==> src/verilog/sata_pkg.sv <==
package sata_pkg;

  // Link primitives, always sent as K words
  localparam logic [31:0] PRIM_SYNC  = 32'hB5B5_957C;
  localparam logic [31:0] PRIM_X_RDY = 32'h5757_B57C;
  localparam logic [31:0] PRIM_SOF   = 32'h3737_B57C;
  localparam logic [31:0] PRIM_EOF   = 32'hD5D5_B57C;
  localparam logic [31:0] PRIM_WTRM  = 32'h5858_B57C;

  // CRC-32 seed and generator, MSB first, no final inversion
  localparam logic [31:0] CRC_INIT = 32'h5232_5032;
  localparam logic [31:0] CRC_POLY = 32'h04C1_1DB7;

  // Scrambler LFSR x^16+x^15+x^13+x^4+1
  // Feedback taps on state bits 15, 14, 12 and 3
  localparam logic [15:0] SCR_SEED = 16'hFFFF;
  localparam logic [15:0] SCR_TAPS = 16'hD008;

  typedef enum logic [1:0] {
    FILL_IDLE,
    FILL_DATA,
    FILL_CRC,
    FILL_WAIT
  } fill_state_t;

  typedef enum logic [2:0] {
    TX_IDLE,
    TX_XRDY,
    TX_SOF,
    TX_DATA,
    TX_EOF,
    TX_WTRM
  } tx_state_t;

endpackage

==> src/verilog/sata_link_write.sv <==
module sata_link_write #(
  parameter int ADDR_WIDTH = 11
) (
  input  logic                  clk,
  input  logic                  rst,
  input  logic                  write_start,
  input  logic [ADDR_WIDTH:0]   write_size,
  input  logic                  phy_ready,
  input  logic                  is_device,
  input  logic                  send_sync_escape,
  input  logic                  detect_x_rdy,
  input  logic                  detect_r_rdy,
  input  logic                  detect_r_ok,
  input  logic                  detect_r_err,
  output logic                  write_strobe,
  output logic [31:0]           tx_dout,
  output logic                  tx_is_k,
  output logic                  write_finished,
  output logic                  xmit_error,
  output logic                  wsize_z_error,
  output logic                  idle,
  output logic                  crc_en,
  output logic                  crc_clear,
  output logic                  scr_en,
  output logic                  scr_clear,
  output logic                  scr_din_sel,
  output logic                  buf_we,
  output logic [ADDR_WIDTH-1:0] buf_waddr,
  output logic [ADDR_WIDTH-1:0] buf_raddr,
  input  logic [31:0]           buf_rdata
);

  sata_pkg::fill_state_t fill_state;
  sata_pkg::tx_state_t   tx_state;

  logic [ADDR_WIDTH:0] fill_size;
  logic [ADDR_WIDTH:0] strobe_cnt;
  logic [ADDR_WIDTH:0] rd_cnt;
  logic [ADDR_WIDTH:0] rd_last;
  logic                frame_ready;
  logic                frame_done;
  logic                rd_advance;

  // Frame is complete once the CRC write has gone through
  assign frame_ready = (fill_state == sata_pkg::FILL_WAIT) && !buf_we;
  assign frame_done  = phy_ready && (tx_state == sata_pkg::TX_WTRM) &&
                       (detect_r_ok || detect_r_err);

  // Payload plus CRC
  assign rd_last = fill_size + 1'b1;

  assign crc_en      = write_strobe;
  assign crc_clear   = (fill_state == sata_pkg::FILL_IDLE);
  assign scr_clear   = (fill_state == sata_pkg::FILL_IDLE);
  assign scr_din_sel = (fill_state == sata_pkg::FILL_CRC);
  assign scr_en      = write_strobe || scr_din_sel;

  assign idle = (tx_state == sata_pkg::TX_IDLE) && (fill_state == sata_pkg::FILL_IDLE);

  // Read address runs one step ahead, so buf_rdata always holds word rd_cnt
  assign rd_advance = phy_ready && ((tx_state == sata_pkg::TX_SOF) ||
                      ((tx_state == sata_pkg::TX_DATA) && (rd_cnt != rd_last)));
  assign buf_raddr  = rd_advance ? rd_cnt[ADDR_WIDTH-1:0] + 1'b1 : rd_cnt[ADDR_WIDTH-1:0];

  // Fill sequencer
  always_ff @(posedge clk) begin
    if (rst) begin
      fill_state    <= sata_pkg::FILL_IDLE;
      fill_size     <= '0;
      strobe_cnt    <= '0;
      write_strobe  <= 1'b0;
      wsize_z_error <= 1'b0;
      buf_we        <= 1'b0;
      buf_waddr     <= '0;
    end
    else begin
      wsize_z_error <= 1'b0;
      // Scrambler output is registered, the write trails scr_en by one cycle
      buf_we        <= scr_en;
      if (buf_we) begin
        buf_waddr <= buf_waddr + 1'b1;
      end
      case (fill_state)
        sata_pkg::FILL_IDLE: begin
          buf_waddr <= '0;
          if (write_start) begin
            if (write_size == '0) begin
              wsize_z_error <= 1'b1;
            end
            else begin
              fill_size    <= write_size;
              strobe_cnt   <= 1;
              write_strobe <= 1'b1;
              fill_state   <= sata_pkg::FILL_DATA;
            end
          end
        end
        sata_pkg::FILL_DATA: begin
          if (strobe_cnt == fill_size) begin
            write_strobe <= 1'b0;
            fill_state   <= sata_pkg::FILL_CRC;
          end
          else begin
            strobe_cnt <= strobe_cnt + 1'b1;
          end
        end
        sata_pkg::FILL_CRC: begin
          // CRC register now covers the last payload word
          fill_state <= sata_pkg::FILL_WAIT;
        end
        sata_pkg::FILL_WAIT: begin
          if (frame_done) begin
            fill_state <= sata_pkg::FILL_IDLE;
          end
        end
        default: begin
          fill_state <= sata_pkg::FILL_IDLE;
        end
      endcase
      if (send_sync_escape) begin
        fill_state   <= sata_pkg::FILL_IDLE;
        write_strobe <= 1'b0;
      end
    end
  end

  // Transmit protocol machine, frozen whenever the PHY is not ready
  always_ff @(posedge clk) begin
    if (rst) begin
      tx_state       <= sata_pkg::TX_IDLE;
      tx_dout        <= sata_pkg::PRIM_SYNC;
      tx_is_k        <= 1'b1;
      rd_cnt         <= '0;
      write_finished <= 1'b0;
      xmit_error     <= 1'b0;
    end
    else begin
      write_finished <= 1'b0;
      xmit_error     <= 1'b0;
      if (phy_ready) begin
        case (tx_state)
          sata_pkg::TX_IDLE: begin
            rd_cnt  <= '0;
            tx_dout <= sata_pkg::PRIM_SYNC;
            tx_is_k <= 1'b1;
            if (frame_ready) begin
              tx_state <= sata_pkg::TX_XRDY;
              tx_dout  <= sata_pkg::PRIM_X_RDY;
            end
          end
          sata_pkg::TX_XRDY: begin
            if (!is_device && detect_x_rdy) begin
              // Collision, the device wins and we retry from SYNC
              tx_state <= sata_pkg::TX_IDLE;
              tx_dout  <= sata_pkg::PRIM_SYNC;
            end
            else if (detect_r_rdy) begin
              tx_state <= sata_pkg::TX_SOF;
              tx_dout  <= sata_pkg::PRIM_SOF;
            end
          end
          sata_pkg::TX_SOF: begin
            tx_dout  <= buf_rdata;
            tx_is_k  <= 1'b0;
            rd_cnt   <= rd_cnt + 1'b1;
            tx_state <= sata_pkg::TX_DATA;
          end
          sata_pkg::TX_DATA: begin
            if (rd_cnt == rd_last) begin
              tx_dout  <= sata_pkg::PRIM_EOF;
              tx_is_k  <= 1'b1;
              tx_state <= sata_pkg::TX_EOF;
            end
            else begin
              tx_dout <= buf_rdata;
              rd_cnt  <= rd_cnt + 1'b1;
            end
          end
          sata_pkg::TX_EOF: begin
            tx_dout  <= sata_pkg::PRIM_WTRM;
            tx_state <= sata_pkg::TX_WTRM;
          end
          sata_pkg::TX_WTRM: begin
            if (frame_done) begin
              write_finished <= 1'b1;
              xmit_error     <= detect_r_err;
              tx_dout        <= sata_pkg::PRIM_SYNC;
              tx_state       <= sata_pkg::TX_IDLE;
            end
          end
          default: begin
            tx_state <= sata_pkg::TX_IDLE;
          end
        endcase
      end
      if (send_sync_escape) begin
        tx_state <= sata_pkg::TX_IDLE;
        tx_dout  <= sata_pkg::PRIM_SYNC;
        tx_is_k  <= 1'b1;
        rd_cnt   <= '0;
      end
    end
  end

endmodule

==> config.mk <==
export PLATFORM = sky130hd
export DESIGN_NAME = sata_link_write
export DESIGN_NICKNAME = d
export VERILOG_FILES = /design/src/verilog/sata_pkg.sv /design/src/verilog/sata_link_write.sv
export SDC_FILE = /design/constraint.sdc
export NUM_CORES = 1
export LEC_CHECK = 0
export BUFFER_PORTS_ARGS = -buffer_cell sky130_fd_sc_hd__buf_2
export CORE_MARGIN = 3
export CORE_UTILIZATION = 57
export DETAILED_ROUTE_END_ITERATION = 10
export PLACE_DENSITY_LB_ADDON = 0.25
export SYNTH_ARGS = -nofsm -noshare
export SYNTH_HDL_FRONTEND = slang
export SYNTH_SLANG_ARGS = --single-unit
==> constraint.sdc <==
create_clock -name clk -period 7 [get_ports clk]
set_input_delay 0.7 -clock clk [delete_from_list [all_inputs] [get_ports clk]]
set_output_delay 0.7 -clock clk [all_outputs]
set_load 0.02 [all_outputs]
# After elaboration in Yosys (flattened, before gate mapping)

Cells that the tools add are included.

Equal/unequal tests: 21
Multipliers: 0
$add $sub $neg: 5
Bitwise operators: 6
Div/mod/pow operators: 0
Reduce and logical (&&, ||, !) cells: 31
Order comparisons: 0
Mux-type cells: 32
Shift-type cells: 0

Operator list:

| kind                                                                  | count |
|---|---|
| 32-bit case mux with 6 select lines                                   | 1 |
| 32-bit two-way mux                                                    | 5 |
| 12-bit two-way mux                                                    | 4 |
| 12-bit by 1-bit adder with 12-bit output, second input constant       | 3 |
| 12-bit case mux with 3 select lines                                   | 1 |
| 12-bit equality test                                                  | 2 |
| 12-bit case mux with 2 select lines                                   | 1 |
| 11-bit by 1-bit adder with 11-bit output, second input constant       | 2 |
| 3-bit case mux with 6 select lines                                    | 1 |
| 2-bit != test, second input constant                                  | 8 |
| 4-bit AND reduction                                                   | 4 |
| 3-bit two-way mux                                                     | 5 |
| 12-bit zero test                                                      | 1 |
| 12-bit != test                                                        | 1 |
| 11-bit two-way mux                                                    | 1 |
| 3-bit AND reduction                                                   | 3 |
| 2-bit two-way mux                                                     | 4 |
| 2-bit case mux with 4 select lines                                    | 1 |
| 1-bit logical AND                                                     | 7 |
| 3-bit by 2-bit equality test with 1-bit output, second input constant | 2 |
| 3-bit equality test, second input constant                            | 2 |
| 1-bit two-way mux                                                     | 6 |
| 1-bit NOT                                                             | 6 |
| 6-bit nonzero test                                                    | 1 |
| other kinds (17)                                                      | 23 |

Logic and storage cells: 108
Output and inout port bits: 66
Memories kept: 0
Memory bits (writable): 0
Bits in read-only memories: 0
Latch bits: 0
Input port bits: 54
Flip-flop bits (word level): 90

# Depth between registers and ports, before layout

Gate-level depths: netlist of the first run.

Word-level depth: 6
Depth in mapped cells: 10
Mapped depth without buffers: 8

# Worst setup path after synthesis of the first run

Ideal clock, no wire load.

Path kind: register to output
From: reg fill_size[0]
To: out buf_raddr[1]
Path slack: 3752 ps
Path buffers: 2
Arrival: 2548 ps
Stages on the path, launching flop included: 10
Required time: 6300 ps
Path through: dfxtp_1 -> ha_1 -> clkbuf_1 -> nand2b_1 -> and2_1 -> o2111ai_1 -> nor4_1 -> a21oi_4 -> buf_4 -> o21ai_0

Cells in the longest elaborated chain, start to end: 6

Ends and longest elaborated chain:

| element                                  | line                  | source |
|---|---|---|
| start, declared                          | sata_link_write.sv:36 | `logic [ADDR_WIDTH:0] fill_size;` |
| start signal, assigned                   | sata_link_write.sv:91 | `fill_size <= write_size;` |
| 12-bit by 1-bit adder with 12-bit output | sata_link_write.sv:50 | `assign rd_last = fill_size + 1'b1;` |
| 12-bit != test                           | sata_link_write.sv:62 | `((tx_state == sata_pkg::TX_DATA) && (rd_cnt != rd_last)));` |
| 1-bit logical AND                        | sata_link_write.sv:62 |  |
| 1-bit logical OR                         | sata_link_write.sv:61 | `assign rd_advance = phy_ready && ((tx_state == sata_pkg::TX_SOF) \|\|` |
| 1-bit logical AND                        | sata_link_write.sv:61 |  |
| 11-bit two-way mux                       | sata_link_write.sv:63 | `assign buf_raddr = rd_advance ? rd_cnt[ADDR_WIDTH-1:0] + 1'b1 : rd_cnt[ADDR_WIDTH-1:0];` |
| end, declared                            | sata_link_write.sv:29 | `output logic [ADDR_WIDTH-1:0] buf_raddr,` |

No other way between the ends.

# Worst setup path after layout of the first run

From: reg fill_size[2]
To: out buf_raddr[3]

Same word-level chain as after synthesis.

==> impl_results.md, run 1 <==
- Final routed wirelength across all metal layers: 12000 um
- Average routed wire per standard cell: 15.8 um
- Net count, final: 711
- # clock sinks: 90
- Footprint of the flip-flops and latches: 1800 um2
- Fraction of layout cells with a size suffix above 1: 0.226
- Design internal power: 732 uW
- Proportion of register bits with asynchronous set or reset after synthesis: 0
- Detailed-route via count: 4465
- Highest clock frequency the design can meet: 0.251 GHz
- Slew HR: 0.523
- Clock Path Buffers: 2
- Depth of the worst register-to-register path: 7
- Crit path launch: fill_size[2]
- Main combinational cell family by area after synthesis: simple AND/OR/NAND/NOR gates
- Count of flip-flops with a built-in enable after synthesis: 0
- HPWL reported at the end of detailed placement: 8860 um
- Setup crit end: buf_raddr[3]
- DRC violations left: 0
- Pins Over Slew Limit: 0
- Post-synthesis mux area share: 0.0322
- Maximum number of pins on one net before global-route repair: 29
- Area of the core region: 7850 um2
- Number of library cell types mapped by synthesis: 59
- Initial DRC Count: 233
- Post-route non-filler standard cell count: 756
- Wire length of the first global-routing pass: 19600 um
- # rows: 32
- Net switching power figure: 274 uW
- Power per Cell Area: 184 nW/um2
- Category of the critical setup timing path: register to output port
- Summed negative setup slack over all endpoints: 0 ns
- Unrepaired setup endpoints after global routing: false
- Startpoint of the worst register-to-register path: fill_size[2]
- Tot Pwr: 1010 uW
- Number of antenna violations at the first check in global routing: 0
- Category of the worst setup path capture point: output port
- Num CTS Buffers: 9
- Portion of synthesized cell area occupied by the leading cell type: 0.387
- Skew-Pair Late Insertion Delay: 0.37 ns
- Cells after synthesis: 550
- ANT nets after route: 0
- Leakage dissipation: 0.00219 uW
- Synthesized-area fraction occupied by ao, oa, aoi and oai cells: 0.175
- Worst Clk Skew: 0.00826 ns
- Ranking of synthesized cells by area: sky130_fd_sc_hd__dfxtp_1 39%, sky130_fd_sc_hd__xnor2_1 5.6%, sky130_fd_sc_hd__nor2_1 4.9%, sky130_fd_sc_hd__xor2_1 4.3%, sky130_fd_sc_hd__nand2_1 3.9%
- Switching power share of the total: 0.272
- Post-CTS sizing: 0
- Maximum level of the CTS H-tree: 3
- Max VDD drop: 0.109 mV
- Flip-flop and latch count after synthesis: 90
- Overall global routing resource usage: 0.266
- Crit path DAT: 3.28 ns
- Vias per cell: 5.91
- Worst-margin pin slew: 0.709 ns
- Final worst-path cycle share: 0.569
- Net Count, Synth: 612
- Netlist area before placement: 4660 um2
- Relative contribution of sequential cells to total power: 0.529
- Most frequent cells in the layout: 119 x sky130_fd_sc_hd__buf_2, 90 x sky130_fd_sc_hd__dfxtp_1, 61 x sky130_fd_sc_hd__nor2_1
- Xor and xnor fraction of the mapped netlist area: 0.103
- Setup violation total in the final timing report: 0
- Adder-cell share of the synthesized area: 0.0215
- First-pass DRT Iterations: 4
- Die H: 96.4 um
- Instance count after placement with tap cells included: 740
- Combinational share of power: 0.097
- Starting utilization of the core area: 0.593
- Clock tree root buffer cell: sky130_fd_sc_hd__clkbuf_8
- CTS tree: done
- Most common cell after layout, fill and taps aside: sky130_fd_sc_hd__buf_2
- Number of input and output port buffers inserted: 119
- Min cycle time layout: 3.98 ns
- Internal reg-to-reg setup slack: 3.97 ns
- Area delta synth->final: 17.0%
- Crit Reg-Reg Endpoint: tx_dout[28]
- Status: finished clean
- Floorplan die width: 96.4 um
- Post-cts hold buffer count: 0
- Sequential cell area fraction in the yosys report: 0.387
- Worst hold slack: 0.487 ns
- Per-instance average area after synthesis: 8.47 um2
- Number of global-route vias before repair: 4185
- Clock power share: 0.374
- Max Fanout on Critical Path: 28
- FILL cells: 666
- Die area: 9290 um2
- Total number of yosys warnings: 0
- Routability congestion estimate: 0.915
- Clock-pin slew on the worst setup and hold paths: 0.10 ns
- Required @ worst endpoint: 6.30 ns
- CP Launch Type: register
- Multi-input gate area in the final layout: 2630 um2
- Post-synthesis simple-gate area fraction: 0.233
- Post-CTS setup buffers: 0
- Ant. Diodes: 0
- Predominant post-synthesis flop cell: sky130_fd_sc_hd__dfxtp_1
- Boundary Pins: 120
- Class of the tightest hold or removal check: register to register
- Max-cap violation count: 0
- Sum of overflow across all layers after global routing: 0
- Final-report hold violation count: 0
- Cell type with the highest aggregate area in the netlist: sky130_fd_sc_hd__dfxtp_1
## layer usage
metal,GRT usage,vias up,wire length (um)
li1,-,2161,-
met2,0.424,158,5690
met4,0.103,0,264
met1,0.346,2119,5260
met5,0,-,0
met3,0.0682,27,741
## area by class of cell
| class | instances | area share |
|---|---|---|
| well taps | 102 | 0.0234 |
| clock inverters | 7 | 0.0154 |
| flip-flops and latches | 90 | 0.331 |
| repair buffers | 121 | 0.112 |
| clock buffers | 9 | 0.0227 |
| inverters | 20 | 0.0138 |
| multi-input cells | 407 | 0.482 |
## critical path, stage by stage (launching register included)
cell and delay, ns:
sky130_fd_sc_hd__dfxtp_1 0.50, sky130_fd_sc_hd__and4_1 0.43, sky130_fd_sc_hd__a2111oi_0 0.17, sky130_fd_sc_hd__a2111o_1 0.45, sky130_fd_sc_hd__a2bb2oi_2 0.19, sky130_fd_sc_hd__a21oi_4 0.61
sky130_fd_sc_hd__nand2_1 0.15, sky130_fd_sc_hd__xnor2_1 0.20, sky130_fd_sc_hd__buf_2 0.19
## power by group through the flow
stage	Clock (uW)	Sequential, uW	Combinational (uW)
finish	376	532	97.5
global route	404	533	108
CTS	382	531	97.1
detailed placement	0	543	96.2
global placement	0	542	94.7
floorplan	0	538	67.3
## synth_stat cells, types with 3 or more instances
library cell and count:
sky130_fd_sc_hd__nand2b_1 11, sky130_fd_sc_hd__o22a_1 11, sky130_fd_sc_hd__o21ai_1 3, sky130_fd_sc_hd__nand4_1 13, sky130_fd_sc_hd__a21oi_1 19, sky130_fd_sc_hd__and2_1 7
sky130_fd_sc_hd__and3_1 12, sky130_fd_sc_hd__buf_1 4, sky130_fd_sc_hd__inv_1 19, sky130_fd_sc_hd__nand4b_1 3, sky130_fd_sc_hd__dfxtp_1 90, sky130_fd_sc_hd__a22o_1 6
sky130_fd_sc_hd__xor2_1 23, sky130_fd_sc_hd__o221ai_1 5, sky130_fd_sc_hd__o22ai_1 5, sky130_fd_sc_hd__o311a_1 3, sky130_fd_sc_hd__nor3_1 10, sky130_fd_sc_hd__nand3_1 17
sky130_fd_sc_hd__mux2i_1 15, sky130_fd_sc_hd__clkbuf_1 19, sky130_fd_sc_hd__buf_2 5, sky130_fd_sc_hd__nor2_1 61, sky130_fd_sc_hd__nand2_1 48, sky130_fd_sc_hd__ha_1 8
sky130_fd_sc_hd__or2_2 3, sky130_fd_sc_hd__nor2b_1 3, sky130_fd_sc_hd__a31oi_1 14, sky130_fd_sc_hd__buf_4 4, sky130_fd_sc_hd__o2111ai_1 4, sky130_fd_sc_hd__o211ai_1 3
sky130_fd_sc_hd__o21ai_0 18, sky130_fd_sc_hd__or3_1 8, sky130_fd_sc_hd__xnor2_1 30, sky130_fd_sc_hd__nor4_1 15
## state kept, by name, summed over array words and instances, names as in the netlist
name,count
buf_waddr,11
buf_we,1
crc_en,1
fill_size,12
fill_state,2
rd_cnt,12
strobe_cnt,12
tx_dout,32
tx_is_k,1
tx_state,3
write_finished,1
wsize_z_error,1
xmit_error,1
## kinds of logic (layout without fill, tap and decap cells)
group                      after synthesis  after routing
and+or+nand+nor                        218            218
AOI/OAI and AO/OA                      112            112
DFF                                     90             90
xor gates and xnor gates                54             54
buffers and inverters                   53            157
muxes                                   15             15
adders and majority gates                8              8
## how the worst min path moves through the flow
stage          cells after the start           from       endpoint  slack, ns
5_1_grt                            1    tx_dout[14]    tx_dout[14]       0.50
2_1_floorplan                      2  strobe_cnt[1]  strobe_cnt[1]       0.47
3_3_place_gp                       1    tx_dout[28]    tx_dout[28]       0.46
4_1_cts                            2    tx_dout[25]    tx_dout[25]       0.49
3_5_place_dp                       1    tx_dout[14]    tx_dout[14]       0.46
6_report                           1     tx_dout[2]     tx_dout[2]       0.49
## metrics by stage
stage               instance area, um2  utilization  setup slack, ns
global placement                  5240        0.668             3.57
finish                            5450        0.695             3.02
detailed placement                5240        0.668             3.44
floorplan                         4660            -             3.75
CTS                               5450        0.695             3.03
global route                      5450        0.695             2.69
(Power assumes the default switching activity.)
==> run 2: changes to the inputs <==
--- a/config.mk
+++ b/config.mk
@@ -7,7 +7,7 @@
 export LEC_CHECK = 0
 export BUFFER_PORTS_ARGS = -buffer_cell sky130_fd_sc_hd__buf_2
 export CORE_MARGIN = 3
-export CORE_UTILIZATION = 57
+export CORE_UTILIZATION = 48
 export DETAILED_ROUTE_END_ITERATION = 10
 export PLACE_DENSITY_LB_ADDON = 0.25
 export SYNTH_ARGS = -nofsm -noshare
==> constraint.sdc (replaced) <==
create_clock -name clk -period 3.2 [get_ports clk]
set_input_delay 0.32 -clock clk [delete_from_list [all_inputs] [get_ports clk]]
set_output_delay 0.32 -clock clk [all_outputs]
set_load 0.02 [all_outputs]
==> impl_results.md, run 2 (synthesis gave the netlist of run 1 again) <==
- Status: finished clean
- Num CTS Buffers: 9 (unchanged)
- Power per Cell Area: 417 nW/um2 (+130%)
- Average routed wire per standard cell: 15.1 um (-4.4%)
- Starting utilization of the core area: 0.499 (-0.0942)
- Initial DRC Count: 275 (+18%)
- Floorplan die width: 105 um (+8.4%)
- Worst-margin pin slew: 0.648 ns (-0.0607 ns)
- Clock Path Buffers: 2 (unchanged)
- Clock tree root buffer cell: sky130_fd_sc_hd__clkbuf_8
- Die area: 10900 um2 (+18%)
- Die H: 105 um (+8.4%)
- Post-route non-filler standard cell count: 789 (+4.4%)
- First-pass DRT Iterations: 5 (+1)
- Max-cap violation count: 0 (unchanged)
- Final worst-path cycle share: 0.946
- Number of input and output port buffers inserted: 119 (unchanged)
- Number of flip-flops under the largest register name: 32 (unchanged)
- Slew HR: 0.564 (+0.0409)
- Setup crit end: buf_raddr[9]
- Final-report hold violation count: 0 (unchanged)
- Ant. Diodes: 0 (unchanged)
- Design internal power: 1750 uW (+140%)
- Area of placed instances: 5300 um2 (+1.1%)
- HPWL reported at the end of detailed placement: 8780 um (-0.94%)
- Summed negative setup slack over all endpoints: 0 ns (unchanged)
- Hold path cells: 2 (+1)
- Required @ worst endpoint: 2.88 ns (-3.42 ns)
- Final routed wirelength across all metal layers: 11900 um (-0.18%)
- Min cycle time layout: 3.03 ns
- CP Launch Type: register
- Post-cts hold buffer count: 0 (unchanged)
- Internal reg-to-reg setup slack: 0.48 ns (-3.49 ns)
- Switching power share of the total: 0.251 (-0.0214)
- Vias per cell: 5.59 (-5.3%)
- Detailed-route via count: 4411 (-1.2%)
- Post-placement worst setup slack: 0.266 ns (-3.18 ns)
- Wire length of the first global-routing pass: 20200 um (+3.5%)
- Area of the core region: 9330 um2 (+19%)
- Max VDD drop: 0.284 mV (+160%)
- Fraction of layout cells with a size suffix above 1: 0.247 (+0.0207)
- Unrepaired setup endpoints after global routing: false
- Sum of overflow across all layers after global routing: 0 (unchanged)
- Instance count after placement with tap cells included: 770 (+4.1%)
- ANT nets after route: 0 (unchanged)
- Boundary Pins: 120 (unchanged)
- Pins Over Slew Limit: 0 (unchanged)
- Final cell area excluding filler cells: 5620 um2 (+3.0%)
- Most common cell after layout, fill and taps aside: sky130_fd_sc_hd__buf_2
- DRC violations left: 0 (unchanged)
- Skew-Pair Late Insertion Delay: 0.36 ns (about the same)
- Clock power share: 0.408 (+0.034)
- Worst hold slack: 0.158 ns (-0.329 ns)
- Number of antenna violations at the first check in global routing: 0 (unchanged)
- Category of the worst setup path capture point: output port
- Crit path DAT: 2.71 ns (-0.57 ns)
- Top reg by flops: tx_dout
- Startpoint of the worst register-to-register path: fill_size[1]
- Area delta synth->final: 20.6%
- Net switching power figure: 587 uW (+110%)
- Class of the tightest hold or removal check: input port to register
- Number of global-route vias before repair: 4311 (+3.0%)
- Highest clock frequency the design can meet: 0.330 GHz
- Setup violation total in the final timing report: 0 (unchanged)
- Clock-pin slew on the worst setup and hold paths: 0.10 ns (about the same)
- Worst Slack Setup Final: 0.171 ns (-2.84 ns)
- FILL cells: 870 (+31%)
- Relative contribution of sequential cells to total power: 0.497 (-0.032)
- Most frequent cells in the layout: 119 x sky130_fd_sc_hd__buf_2, 87 x sky130_fd_sc_hd__dfxtp_1, 61 x sky130_fd_sc_hd__nor2_1
- Net count, final: 717 (+0.84%)
- Crit Reg-Reg Endpoint: rd_cnt[5]
- Category of the critical setup timing path: register to output port
- Crit path launch: fill_size[4]
- # rows: 35 (+9.4%)
- Maximum level of the CTS H-tree: 3 (unchanged)
- Worst Clk Skew: 0.0130 ns (+0.00476 ns)
- Routability congestion estimate: 0.866 (-5.4%)
- CTS tree: done
- Max Fanout on Critical Path: 9 (-68%)
- Depth of the worst register-to-register path: 8 (+1)
- # clock sinks: 90 (unchanged)
- Leakage dissipation: 0.00224 uW (+2.3%)
- Overall global routing resource usage: 0.220 (-0.0465)
- Combinational share of power: 0.094 (-0.003)
- Maximum number of pins on one net before global-route repair: 22 (-24%)
run 2: changes by cell type in the layout (fill, tap and decap cells not counted), sizes merged:
cell	before	now
bufinv	1	3
a21oi	20	22
inv	23	22
clkinvlp	1	0
buf	121	125
run 2: layout make-up:
cell class                 count  area [um2]  area share
clock inverter                 7         121      0.0216
multi-input combinational    409        2690       0.479
timing repair buffer         125         641       0.114
clock buffer                   9         124      0.0221
inverter                      20        75.1      0.0134
tap                          129         161      0.0287
sequential                    90        1810       0.322
run 2: per-stage QoR:
step                      total power [uW]   util
after floorplan                       1320      -
after global placement                1390  0.568
after detailed placement              1400  0.568
after CTS                             2350  0.598
after global routing                  2430  0.602
final                                 2340  0.602
run 2: how the worst min path moves through the flow:
stage | from | endpoint
final | buf_rdata[10] | tx_dout[10]
after global routing | buf_rdata[12] | tx_dout[12]
after CTS | buf_rdata[12] | tx_dout[12]
after detailed placement | tx_dout[14] | tx_dout[14]
after global placement | tx_dout[13] | tx_dout[13]
after floorplan | buf_rdata[10] | tx_dout[10]
run 2: worst max-delay path, cell delays in order (launching register included):
cell and delay (ns):
sky130_fd_sc_hd__dfxtp_1 0.47, sky130_fd_sc_hd__and4_2 0.36, sky130_fd_sc_hd__a2111oi_0 0.13, sky130_fd_sc_hd__a2111o_1 0.43, sky130_fd_sc_hd__a2bb2oi_2 0.23, sky130_fd_sc_hd__a21oi_2 0.32
sky130_fd_sc_hd__nand2_1 0.11, sky130_fd_sc_hd__xnor2_1 0.14, sky130_fd_sc_hd__buf_2 0.18
run 2: metal layers:
metal  vias up  GRT usage  part of all wire  wire length, um
met1      2079      0.280              0.45             5350
met2       137      0.363              0.47             5620
met3        20     0.0435             0.062              742
met5         -          0                 0                0
li1       2175          -                 -                -
met4         0     0.0883             0.018              216
run 2: repair_timing:
item | CTS | global route
cloned | 1 | 1
setup endpoints to repair | 11 | 11
pin swaps | 1 | 2
buffers inserted | 0 | 1
gates resized for setup | 4 | 7
run 2: power by group through the flow:
| stage | Sequential, uW | Combinational, uW | Clock [uW] |
|---|---|---|---|
| after floorplan | 1180 | 147 | 0 |
| after global placement | 1190 | 206 | 0 |
| after detailed placement | 1190 | 212 | 0 |
| after CTS | 1160 | 217 | 973 |
| after global routing | 1170 | 243 | 1020 |
| final | 1160 | 221 | 956 |
==> run 3: changes to the inputs <==
==> constraint.sdc (replaced) <==
create_clock -name clk -period 2.7 [get_ports clk]
set_input_delay 0.27 -clock clk [delete_from_list [all_inputs] [get_ports clk]]
set_output_delay 0.27 -clock clk [all_outputs]
set_load 0.02 [all_outputs]
==> impl_results.md, run 3 (synthesis gave the netlist of run 1 again) <==
- Routability congestion estimate: 0.871 (+0.52%)
- Number of input and output port buffers inserted: 119 (unchanged)
- Highest clock frequency the design can meet: 0.356 GHz
- Max VDD drop: 0.245 mV (-14%)
- Skew-Pair Late Insertion Delay: 0.36 ns (about the same)
- Power per Cell Area: 456 nW/um2 (+9.3%)
- Unrepaired setup endpoints after global routing: true
- Final routed wirelength across all metal layers: 13200 um (+10%)
- # rows: 35 (unchanged)
- Crit path DAT: 2.54 ns (-0.17 ns)
- Maximum level of the CTS H-tree: 3 (unchanged)
- Clock-pin slew on the worst setup and hold paths: 0.10 ns (about the same)
- Worst hold slack: 0.102 ns (-0.0558 ns)
- Sum of overflow across all layers after global routing: 0 (unchanged)
- Starting utilization of the core area: 0.499 (unchanged)
- Net count, final: 748 (+4.3%)
- Required @ worst endpoint: 2.43 ns (-0.45 ns)
- Detailed-route via count: 4558 (+3.3%)
- List of cells traversed by the critical path: buf_6 > nand3_2 > o311a_1 > a21oi_2 > nor4_2 > buf_4 > a21oi_4 > buf_12 > nand2_4 > xnor2_2 > buf_4
- Clock Path Buffers: 2 (unchanged)
- Slowest CP cell: sky130_fd_sc_hd__dfxtp_4
- Min cycle time layout: 2.81 ns
- Category of the critical setup timing path: register to output port
- Worst Clk Skew: 0.0146 ns (+0.00158 ns)
- Fraction of met1 tracks used by global routing: 0.299 (+0.0185)
- Multi-input gate area in the final layout: 2890 um2 (+7.7%)
- Tot Pwr: 2830 uW (+21%)
- Number of global-route vias before repair: 4363 (+1.2%)
- Most common cell after layout, fill and taps aside: sky130_fd_sc_hd__buf_2
- Status: complete, but fails checks
- ANT nets after route: 0 (unchanged)
- # clock sinks: 90 (unchanged)
- Final-report hold violation count: 0 (unchanged)
- Leakage dissipation: 0.00266 uW (+19%)
- Final cell area excluding filler cells: 6200 um2 (+10%)
- Busiest layer in global routing: met2
- Max-cap violation count: 0 (unchanged)
- Fraction of layout cells with a size suffix above 1: 0.343 (+0.0960)
- Final worst-path cycle share: 1.04
- Initial DRC Count: 323 (+17%)
- Vias per cell: 5.56 (-0.57%)
- Die area: 10900 um2 (unchanged)
- Worst-margin pin slew: 0.625 ns (-0.0238 ns)
- CP Launch Type: register
- Worst Slack Setup Final: -0.107 ns (-0.278 ns)
- Ant. Diodes: 0 (unchanged)
- Die H: 105 um (unchanged)
- Max Fanout on Critical Path: 7 (-2)
- Boundary Pins: 120 (unchanged)
- Average routed wire per standard cell: 16.0 um (+6.1%)
- HPWL reported at the end of detailed placement: 9130 um (+4.0%)
- Worst-case hold path end point: tx_dout[28]
- Area of the core region: 9330 um2 (unchanged)
- Crit path launch: fill_size[8]
- Area delta synth->final: 33.2%
- Crit Reg-Reg Endpoint: tx_dout[27]
- Startpoint of the worst register-to-register path: fill_size[5]
- Pins Over Slew Limit: 0 (unchanged)
- Top reg by flops: tx_dout
- Category of the worst setup path capture point: output port
- Overall global routing resource usage: 0.233 (+0.0129)
- Clock tree root buffer cell: sky130_fd_sc_hd__clkbuf_8
- Most frequent cells in the layout: 108 x sky130_fd_sc_hd__buf_2, 77 x sky130_fd_sc_hd__dfxtp_1, 61 x sky130_fd_sc_hd__nor2_1
- Cell repeated most along the worst path: sky130_fd_sc_hd__buf_4
- Internal reg-to-reg setup slack: 0.18 ns (-0.30 ns)
- Depth of the worst register-to-register path: 12 (+4)
- Failing checks: negative setup slack
- Fraction of met2 tracks used by global routing: 0.391 (+0.0277)
- Maximum number of pins on one net before global-route repair: 22 (unchanged)
- Number of antenna violations at the first check in global routing: 0 (unchanged)
- Slew HR: 0.581 (+0.0171)
- Worst path max stage delay: 0.39 ns (-0.08 ns)
- Class of the tightest hold or removal check: input port to register
- Hold path cells: 2 (unchanged)
- FILL cells: 772 (-11%)
- Wire length of the first global-routing pass: 21000 um (+3.8%)
- Footprint of the flip-flops and latches: 1830 um2 (+1.2%)
- Setup violation total in the final timing report: 11 (+11)
- Area of placed instances: 5490 um2 (+3.6%)
- Post-cts hold buffer count: 0 (unchanged)
- First-pass DRT Iterations: 4 (-1)
- Num CTS Buffers: 9 (unchanged)
- DRC violations left: 0 (unchanged)
- Floorplan die width: 105 um (unchanged)
- Met3 track demand over resource in global routing: 0.0484 (+0.00497)
- Hold_sp: buf_rdata[28]
- Number of flip-flops under the largest register name: 32 (unchanged)
- Post-placement worst setup slack: 0.189 ns (-0.0766 ns)
- CTS tree: done
==> run 3: critical path, delay by kind of cell, from the launching register on <==
kind,cells,cell delay (ns)
flops,1,0.39
compound gates,3,0.76
buf+inv,4,0.63
xor+xnor,1,0.17
simple gates,3,0.22
==> run 3: report_power, final <==
group / switching (uW) / leakage [uW] / internal, uW / total (uW)
sequential: 26.7 / 0.000735 / 1340 / 1370
clock: 517 / 0.000124 / 623 / 1140
combinational: 177 / 0.00180 / 139 / 316
total: 720 / 0.00266 / 2110 / 2830
==> run 3: per-layer routing <==
metal | routed length [um] | up-vias | share of wire
met4 | 222 | 0 | 0.017
met3 | 785 | 24 | 0.060
li1 | - | 2245 | -
met1 | 5710 | 2142 | 0.43
met2 | 6440 | 147 | 0.49
met5 | 0 | - | 0
==> run 3: per-stage QoR <==
step | TNS, ns | instances | utilization
after floorplan | 0 | 550 | -
after global placement | 0 | 788 | 0.589
after detailed placement | 0 | 788 | 0.589
after CTS | -0.632 | 812 | 0.632
after global routing | -1.82 | 820 | 0.665
final | -0.707 | 820 | 0.665
==> run 3: area by class of cell <==
cell class              count  share of cell area
multi-input cells         408               0.466
flip-flops and latches     90               0.295
repair buffers            157               0.161
well taps                 129              0.0260
clock inverters             7              0.0202
clock buffers               9              0.0200
inverters                  20              0.0121
==> run 3: how the worst max path moves through the flow <==
stage                   endpoint  slack (ns)
global route        buf_raddr[2]       -0.21
detailed placement  buf_raddr[2]        0.19
CTS                 buf_raddr[2]       -0.09
floorplan           buf_raddr[0]        0.02
global placement    buf_raddr[7]        0.26
finish              buf_raddr[2]       -0.11
==> run 3: repair_timing <==
action / CTS / global route
cloned: 1 / 2
hold endpoints to repair: 0 / 0
setup buffers: 7 / 6
gates resized for setup: 28 / 56
setup endpoints to repair: 11 / 11
pin swaps: 5 / 12
